### src/mips_fetch_pkg.sv
package mips_fetch_pkg;

    localparam logic [31:0] reset_vector = 32'hbfc00000; // boot rom entry

    // primary opcodes
    localparam logic [5:0] op_special = 6'h00;
    localparam logic [5:0] op_j       = 6'h02;
    localparam logic [5:0] op_jal     = 6'h03;
    localparam logic [5:0] op_beq     = 6'h04;
    localparam logic [5:0] op_bne     = 6'h05;
    localparam logic [5:0] op_lw      = 6'h23;
    localparam logic [5:0] op_sw      = 6'h2b;

    // funct field of special
    localparam logic [5:0] funct_jr    = 6'h08;
    localparam logic [5:0] funct_mult  = 6'h18;
    localparam logic [5:0] funct_multu = 6'h19;
    localparam logic [5:0] funct_div   = 6'h1a;
    localparam logic [5:0] funct_divu  = 6'h1b;

    typedef enum logic [1:0] {
        class_alu  = 2'd0,
        class_mem  = 2'd1,
        class_long = 2'd2
    } instr_class_t;

    // execute cycles per timing class
    localparam logic [2:0] exec_len_alu  = 3'd2;
    localparam logic [2:0] exec_len_mem  = 3'd3;
    localparam logic [2:0] exec_len_long = 3'd4;

    typedef enum logic [1:0] {
        st_reset = 2'd0,
        st_fetch = 2'd1,
        st_exec  = 2'd2
    } cycle_state_t;

    typedef enum logic [2:0] {
        xfer_none = 3'd0,
        xfer_beq  = 3'd1,
        xfer_bne  = 3'd2,
        xfer_j    = 3'd3, // jal too
        xfer_jr   = 3'd4
    } xfer_kind_t;

    typedef struct packed {
        logic        advance; // instruction retires
        logic        taken;   // redirect after delay slot
        logic [31:0] seq_pc;
        logic [31:0] target;
    } pc_update_t;

    typedef struct packed {
        logic        read;
        logic [31:0] address;
    } fetch_req_t;

endpackage
### src/mips_fetch.sv
module mips_fetch (
    input  logic                       clk,
    input  logic                       reset,
    input  logic                       waitrequest,
    input  logic [31:0]                readdata,
    input  logic [31:0]                rs_value,
    input  logic [31:0]                rt_value,
    output mips_fetch_pkg::fetch_req_t fetch,
    output logic [31:0]                instr,
    output logic [31:0]                pc,
    output logic                       instr_done
);

    import mips_fetch_pkg::*;

    logic         ir_load;
    logic         timer_start;
    logic         retire;
    logic         read;
    logic         last_exec;
    instr_class_t iclass;
    xfer_kind_t   kind;
    logic [15:0]  imm;
    logic [25:0]  index;
    pc_update_t   upd;

    cycle_fsm i_cycle_fsm (
        .clk         (clk),
        .reset       (reset),
        .waitrequest (waitrequest),
        .last_exec   (last_exec),
        .ir_load     (ir_load),
        .timer_start (timer_start),
        .retire      (retire),
        .read        (read)
    );

    cycle_timer i_cycle_timer (
        .clk         (clk),
        .reset       (reset),
        .waitrequest (waitrequest),
        .timer_start (timer_start),
        .iclass      (iclass),
        .last_exec   (last_exec)
    );

    instr_decode i_instr_decode (
        .clk         (clk),
        .reset       (reset),
        .waitrequest (waitrequest),
        .ir_load     (ir_load),
        .readdata    (readdata),
        .instr       (instr),
        .iclass      (iclass),
        .kind        (kind),
        .imm         (imm),
        .index       (index)
    );

    branch_target i_branch_target (
        .pc       (pc),
        .kind     (kind),
        .imm      (imm),
        .index    (index),
        .rs_value (rs_value),
        .rt_value (rt_value),
        .retire   (retire),
        .upd      (upd)
    );

    pc_register i_pc_register (
        .clk         (clk),
        .reset       (reset),
        .waitrequest (waitrequest),
        .upd         (upd),
        .pc          (pc)
    );

    assign fetch.read    = read;
    assign fetch.address = pc; // fetch always from current pc
    assign instr_done    = retire;

endmodule

### src/branch_target.sv
module branch_target (
    input  logic [31:0]                pc,
    input  mips_fetch_pkg::xfer_kind_t kind,
    input  logic [15:0]                imm,
    input  logic [25:0]                index,
    input  logic [31:0]                rs_value,
    input  logic [31:0]                rt_value,
    input  logic                       retire,
    output mips_fetch_pkg::pc_update_t upd
);

    import mips_fetch_pkg::*;

    logic [31:0] seq_pc;
    logic [31:0] branch_pc;
    logic [31:0] jump_pc;
    logic [31:0] target;
    logic        taken;
    logic        regs_equal;

    assign seq_pc     = pc + 32'd4;
    assign branch_pc  = seq_pc + {{14{imm[15]}}, imm, 2'b00}; // word offset
    assign jump_pc    = {seq_pc[31:28], index, 2'b00};        // same 256 MB region
    assign regs_equal = (rs_value == rt_value);

    always_comb begin
        target = seq_pc;
        taken  = 1'b0;
        case (kind)
            xfer_beq: begin
                target = branch_pc;
                taken  = regs_equal;
            end
            xfer_bne: begin
                target = branch_pc;
                taken  = !regs_equal;
            end
            xfer_j: begin
                target = jump_pc;
                taken  = 1'b1;
            end
            xfer_jr: begin
                target = rs_value;
                taken  = 1'b1;
            end
            default: begin
                target = seq_pc;
                taken  = 1'b0;
            end
        endcase
    end

    assign upd.advance = retire;
    assign upd.taken   = taken;
    assign upd.seq_pc  = seq_pc;
    assign upd.target  = target;

endmodule

### src/instr_decode.sv
module instr_decode (
    input  logic                         clk,
    input  logic                         reset,
    input  logic                         waitrequest,
    input  logic                         ir_load,
    input  logic [31:0]                  readdata,
    output logic [31:0]                  instr,
    output mips_fetch_pkg::instr_class_t iclass,
    output mips_fetch_pkg::xfer_kind_t   kind,
    output logic [15:0]                  imm,
    output logic [25:0]                  index
);

    import mips_fetch_pkg::*;

    logic [31:0] ir;
    logic [5:0]  opcode;
    logic [5:0]  funct;

    function automatic instr_class_t classify(input logic [31:0] word);
        instr_class_t c;
        c = class_alu;
        if (word[31:26] == op_lw || word[31:26] == op_sw) begin
            c = class_mem;
        end else if (word[31:26] == op_special) begin
            case (word[5:0])
                funct_mult, funct_multu, funct_div, funct_divu: c = class_long;
                default:                                        c = class_alu;
            endcase
        end
        return c;
    endfunction

    always_ff @(posedge clk) begin
        if (reset) begin
            ir <= 32'd0; // decodes as a plain alu op
        end else if (ir_load && !waitrequest) begin
            ir <= readdata;
        end
    end

    assign opcode = ir[31:26];
    assign funct  = ir[5:0];

    always_comb begin
        case (opcode)
            op_j, op_jal: kind = xfer_j;
            op_beq:       kind = xfer_beq;
            op_bne:       kind = xfer_bne;
            op_special:   kind = (funct == funct_jr) ? xfer_jr : xfer_none;
            default:      kind = xfer_none;
        endcase
    end

    // timer loads on the accept edge, before ir holds the new word
    assign iclass = ir_load ? classify(readdata) : classify(ir);

    assign instr = ir;
    assign imm   = ir[15:0];
    assign index = ir[25:0];

endmodule

### src/pc_register.sv
module pc_register (
    input  logic                       clk,
    input  logic                       reset,
    input  logic                       waitrequest,
    input  mips_fetch_pkg::pc_update_t upd,
    output logic [31:0]                pc
);

    import mips_fetch_pkg::*;

    logic [31:0] pc_q;
    logic [31:0] deferred; // target waiting for the delay slot
    logic        pending;

    logic        step;

    assign step = upd.advance && !waitrequest;

    always_ff @(posedge clk) begin
        if (reset) begin
            pc_q    <= reset_vector;
            pending <= 1'b0;
        end else if (step) begin
            if (pending) begin
                pc_q    <= deferred; // delay slot just retired
                pending <= 1'b0;
            end else begin
                pc_q <= upd.seq_pc;
            end
            // a transfer only arms the redirect; the slot runs first
            if (upd.taken) begin
                pending <= 1'b1;
            end
        end
    end

    always_ff @(posedge clk) begin
        if (step && upd.taken) begin
            deferred <= upd.target;
        end
    end

    assign pc = pc_q;

endmodule

### src/cycle_timer.sv
module cycle_timer (
    input  logic                         clk,
    input  logic                         reset,
    input  logic                         waitrequest,
    input  logic                         timer_start,
    input  mips_fetch_pkg::instr_class_t iclass,
    output logic                         last_exec
);

    import mips_fetch_pkg::*;

    logic [2:0] remaining;
    logic [2:0] load_len;

    always_comb begin
        case (iclass)
            class_mem:  load_len = exec_len_mem;
            class_long: load_len = exec_len_long;
            default:    load_len = exec_len_alu;
        endcase
    end

    always_ff @(posedge clk) begin
        if (reset) begin
            remaining <= 3'd0;
        end else if (!waitrequest) begin
            if (timer_start) begin
                remaining <= load_len; // class of the word being fetched
            end else if (remaining != 3'd0) begin
                remaining <= remaining - 3'd1;
            end
        end
    end

    assign last_exec = (remaining == 3'd1);

endmodule

### src/cycle_fsm.sv
module cycle_fsm (
    input  logic clk,
    input  logic reset,
    input  logic waitrequest,
    input  logic last_exec,
    output logic ir_load,
    output logic timer_start,
    output logic retire,
    output logic read
);

    import mips_fetch_pkg::*;

    cycle_state_t state;
    cycle_state_t state_next;
    logic         accept; // fetch completes this edge
    logic         finish; // last execute cycle, not stalled

    assign accept = (state == st_fetch) && !waitrequest;
    assign finish = (state == st_exec) && last_exec && !waitrequest;

    always_comb begin
        state_next = state;
        case (state)
            st_reset: begin
                state_next = st_fetch; // first fetch right after reset
            end
            st_fetch: begin
                if (accept) begin
                    state_next = st_exec;
                end
            end
            st_exec: begin
                if (finish) begin
                    state_next = st_fetch;
                end
            end
            default: begin
                state_next = st_reset;
            end
        endcase
    end

    always_ff @(posedge clk) begin
        if (reset) begin
            state <= st_reset;
        end else begin
            state <= state_next;
        end
    end

    // read held as a level for the whole fetch state
    assign read = (state == st_fetch);

    // instruction register and timer load together on accept
    assign ir_load     = accept;
    assign timer_start = accept;

    assign retire = finish; // one-cycle pulse

endmodule

### config.mk
export PLATFORM = sky130hd
export DESIGN_NAME = mips_fetch
export DESIGN_NICKNAME = d
export VERILOG_FILES = /design/src/mips_fetch_pkg.sv /design/src/mips_fetch.sv /design/src/branch_target.sv /design/src/instr_decode.sv /design/src/pc_register.sv /design/src/cycle_timer.sv /design/src/cycle_fsm.sv
export SDC_FILE = /design/constraint.sdc
export NUM_CORES = 1
export LEC_CHECK = 0
export BUFFER_PORTS_ARGS = -buffer_cell sky130_fd_sc_hd__buf_2
export CAP_MARGIN = 5
export CORE_MARGIN = 3
export CORE_UTILIZATION = 37
export DETAILED_ROUTE_END_ITERATION = 16
export GPL_TIMING_DRIVEN = 0
export SLEW_MARGIN = 10
export SYNTH_ARGS = -nofsm -noshare
export SYNTH_HDL_FRONTEND = slang
export SYNTH_SLANG_ARGS = --single-unit
### constraint.sdc
create_clock -name clk -period 6.1 [get_ports clk]
set_input_delay 1.22 -clock clk [delete_from_list [all_inputs] [get_ports clk]]
set_output_delay 1.22 -clock clk [all_outputs]
set_load 0.02 [all_outputs]
==> Implementation_results.wiki <==
{| class="wikitable"
! Metric !! Value
|-
| Largest net degree at the start of global routing || 33
|-
| Count of H-tree levels built during CTS || 3
|-
| R2R depth || 15
|-
| Die boundary width || 148.4 um
|-
| Count of hold buffers inserted by post-cts repair || 0
|-
| Cell row count || 51
|-
| Gr ovfl total || 0
|-
| Total via count after detailed routing || 7547
|-
| Reg-to-Reg Start || i_pc_register.pc[2]
|-
| TNS Setup || 0 ns
|-
| Die Area || 22010 um^2
|-
| I/O pin cnt || around 200
|-
| Number of cells in the finished layout apart from fillers || 1409
|-
| Transition time at the pin with the least slew margin || 1.105 ns
|-
| Share of synthesized registers carrying an async set or reset || 0%
|-
| Post-synth EDFFs || 32
|-
| Cell count after synthesis || ~930
|-
| Share of the yosys chip area belonging to registers || a little under a third
|-
| Routed length per instance || 19.55 um
|-
| Antenna Violating Nets Remaining || 0
|-
| Worst setup path start || i_pc_register.pc[2]
|-
| TritonCTS sink count || 102
|-
| DP HPWL || 22340 um
|-
| Post-synth net total || 1069
|-
| Final setup violating endpoints || 0
|-
| Final #Nets || 1275
|-
| Height of the die || approximately 150 um
|-
| Residual DRC || 0
|-
| Dominant synthesized flop cell || sky130_fd_sc_hd__dfxtp_1
|-
| Max Root-Sink Buffers || 2
|-
| Data required, critical path || around 6.3 ns
|-
| Number of port buffers || 195
|-
| DR vias/cell || 5.356
|-
| Max capacitance violation total || 0
|-
| Pins over their slew limit || 0
|-
| Crit Path Category || reg2reg
|-
| Most common cell after layout, fill and taps aside || sky130_fd_sc_hd__buf_2
|-
| Worst flop-to-flop path endpoint || i_pc_register.deferred[29]
|-
| Leading cell types in the layout, fill and taps excluded || 198 x sky130_fd_sc_hd__buf_2, 123 x sky130_fd_sc_hd__nand2_1, 101 x sky130_fd_sc_hd__a21oi_1
|-
| Starting density of the core || a little under two fifths
|-
| Number of global-route vias before repair || 6914
|-
| Antenna violations before repair || 0
|-
| Post-placement cell count || 1393
|-
| Pre-Repair DR Iteration Count || 5
|-
| LEAKAGE || ~0.004 uW
|-
| Total power density per cell area || 184.7 nW/um^2
|-
| Worst max-slew margin expressed relative to the limit || 26.27%
|-
| Final Critical Period || 5.067 ns
|-
| Antenna diode instance count || 0
|-
| Clock tree root driver cell || sky130_fd_sc_hd__clkbuf_16
|-
| Biggest fanout along the worst timing path || 8
|-
| Total number of yosys warnings || 0
|-
| Gp weighted congestion || 0.9608
|-
| Highest clock frequency the design can meet || 0.1974 GHz
|-
| Placeable core area || approximately 20000 um^2
|-
| Post-CTS setup buffer count || 0
|-
| Worst hold path class || reg2reg
|-
| Register-to-register setup slack || 1.03 ns
|-
| Total Wirelength || around 28000 um
|-
| Resized Gates After CTS || 0
|-
| Count of endpoints failing hold in the final timing report || 0
|-
| Post-synthesis average cell area || 8.038 um^2
|-
| Cell area after technology mapping || about 7500 um^2
|-
| Fraction of final layout cells with drive strength greater than 1 || 22.81%
|-
| Result of the run || complete, no violations
|-
| Unrepaired setup endpoints after global routing || no
|-
| Largest voltage drop on the vdd net || 136.1 uV
|-
| Wire length of the first global-routing pass || 41380 um
|-
| Endpoint arrival time on the critical path || 5.26 ns
|-
| Layout overhead on the synthesized area || 21.25%
|-
| Clock insertion delay at the later pin of the skew report || between 0.3 and 0.4 ns
|-
| TritonCTS buffer count || 9
|-
| Count of different cell masters after synthesis || 65
|-
| Starting DRT DRC Count || 575
|-
| Global-route usage over all layers || 24.45%
|-
| Category of the worst setup path capture point || flip-flop
|-
| Clock-pin slew of the registers on the worst-case setup and hold paths || 0.08 ns
|-
| TritonCTS clock tree || built
|-
| Startpoint type of the worst setup path || flip-flop
|-
| Register bit total from synthesis || around 100
|-
| Portion of the clock cycle consumed by the worst path in the final layout || 83.06%
|-
| Final setup skew || 0.009935 ns
|-
| Worst setup path endpoint || i_pc_register.deferred[29]
|}
==> worst min-delay path by stage <==
stage                                    start                         end  slack [ns]  cells past startpoint
global route          i_instr_decode.instr[31]    i_instr_decode.instr[31]        0.52                      2
detailed placement    i_instr_decode.instr[16]    i_instr_decode.instr[16]        0.48                      2
finish                i_instr_decode.instr[16]    i_instr_decode.instr[16]        0.49                      2
floorplan           i_cycle_timer.remaining[2]  i_cycle_timer.remaining[2]        0.45                      2
CTS                   i_instr_decode.instr[16]    i_instr_decode.instr[16]        0.49                      2
global placement      i_instr_decode.instr[16]    i_instr_decode.instr[16]        0.47                      2
==> state kept, by name, summed over array words and instances (netlist names) <==
| signal | count |
|---|---|
| i_pc_register.pc | 32 |
| i_cycle_timer.remaining | 3 |
| i_instr_decode.instr | 32 |
| i_pc_register.deferred | 32 |
| i_pc_register.pending | 1 |
| i_cycle_fsm.state | 2 |
==> cell type report <==
| type | instances | area, um^2 |
|---|---|---|
| Multi-Input combinational cell | 726 | 4616 |
| Clock inverter | 5 | 33.78 |
| Inverter | 21 | 78.83 |
| Clock buffer | 11 | 252.7 |
| Sequential cell | 102 | 2362 |
| Buffer | 84 | 442.9 |
| Tap cell | 265 | 331.6 |
| Timing Repair Buffer | 195 | 975.9 |
| Fill cell | 2016 | 10620 |
==> cells in the mapped netlist (all sizes together) (4+ instances only) <==
cell type  count  share of area [%]
nand3         30                2.1
mux2i         17                2.3
o21ai         42                2.9
edfxtp        32                 13
a31oi          8               0.67
o22ai          5               0.42
or2            5               0.42
o211ai         7               0.70
a21oi        101                6.7
o21bai         6               0.60
xnor2         28                3.3
nand2b        11               0.92
a211oi         9               0.90
a221oi        14                1.6
inv           20                1.0
dfxtp         70                 19
a22oi          5               0.50
nand3b         5               0.50
nor3b          5               0.65
and3          10               0.83
xor2          55                6.4
o21a           4               0.40
a221o         11                1.5
clkbuf        43                2.2
nand4         12                1.1
a22o          12                1.4
a21o          10                1.0
and2           6               0.50
nand2        123                6.2
o31ai          5               0.50
buf           41                3.8
nor2b          4               0.33
nor3          14               0.93
a211o          4               0.47
nor2          82                4.1
ha            36                6.0
nor4          14                1.6
==> worst max-delay path, stage by stage, from the launching register on <==
cell and delay (ns):
sky130_fd_sc_hd__dfxtp_1 0.51, sky130_fd_sc_hd__ha_1 0.28, sky130_fd_sc_hd__nand3_1 0.30, sky130_fd_sc_hd__nor4_4 0.53, sky130_fd_sc_hd__nand2_1 0.22, sky130_fd_sc_hd__nor2_1 0.26, sky130_fd_sc_hd__xor2_1 0.27, sky130_fd_sc_hd__ha_1 0.27
sky130_fd_sc_hd__clkbuf_1 0.23, sky130_fd_sc_hd__a21o_1 0.23, sky130_fd_sc_hd__a311oi_1 0.44, sky130_fd_sc_hd__o2111ai_1 0.28, sky130_fd_sc_hd__a31oi_1 0.36, sky130_fd_sc_hd__o22a_1 0.21, sky130_fd_sc_hd__mux2_2 0.34, sky130_fd_sc_hd__o21ai_0 0.17
==> stage by stage <==
stage / area (um^2) / setup WS [ns] / utilization, % / hold slack [ns] / total power [uW]
after detailed placement: 8807 / 1.082 / 44.67 / 0.4750 / 1119
final: 9094 / 1.033 / 46.12 / 0.4892 / 1680
after floorplan: 7500 / 2.092 / - / 0.4544 / 974.6
after global routing: 9094 / 0.6569 / 46.12 / 0.5219 / 1750
after CTS: 9094 / 1.045 / 46.12 / 0.4866 / 1683
after global placement: 8807 / 1.070 / 44.67 / 0.4715 / 1118
==> cells by family (layout without fill, tap and decap cells) <==
group                      Yosys count  after routing  synth area share (%)
muxes                               19             19                 2.569
buffers and inverters              105            316                 6.957
AOI/OAI and AO/OA                  254            254                 21.66
adders and majority gates           37             37                 6.273
and+or+nand+nor                    333            333                 21.36
DFF                                102            102                 31.50
xor gates and xnor gates            83             83                 9.693
==> where the power goes <==
part,internal (uW),total (uW),switching (uW)
Sequential,720,750,29.8
Clock,299,571,272
Combinational,137,359,222
==> per-layer routing <==
layer | share of wire [%] | global-route usage, %
met2 | 44 | 37.54
met5 | 0 | 0
met4 | 2.1 | 6.975
met1 | 47 | 35.70
met3 | 7.3 | 3.748
(Power assumes the default switching activity.)
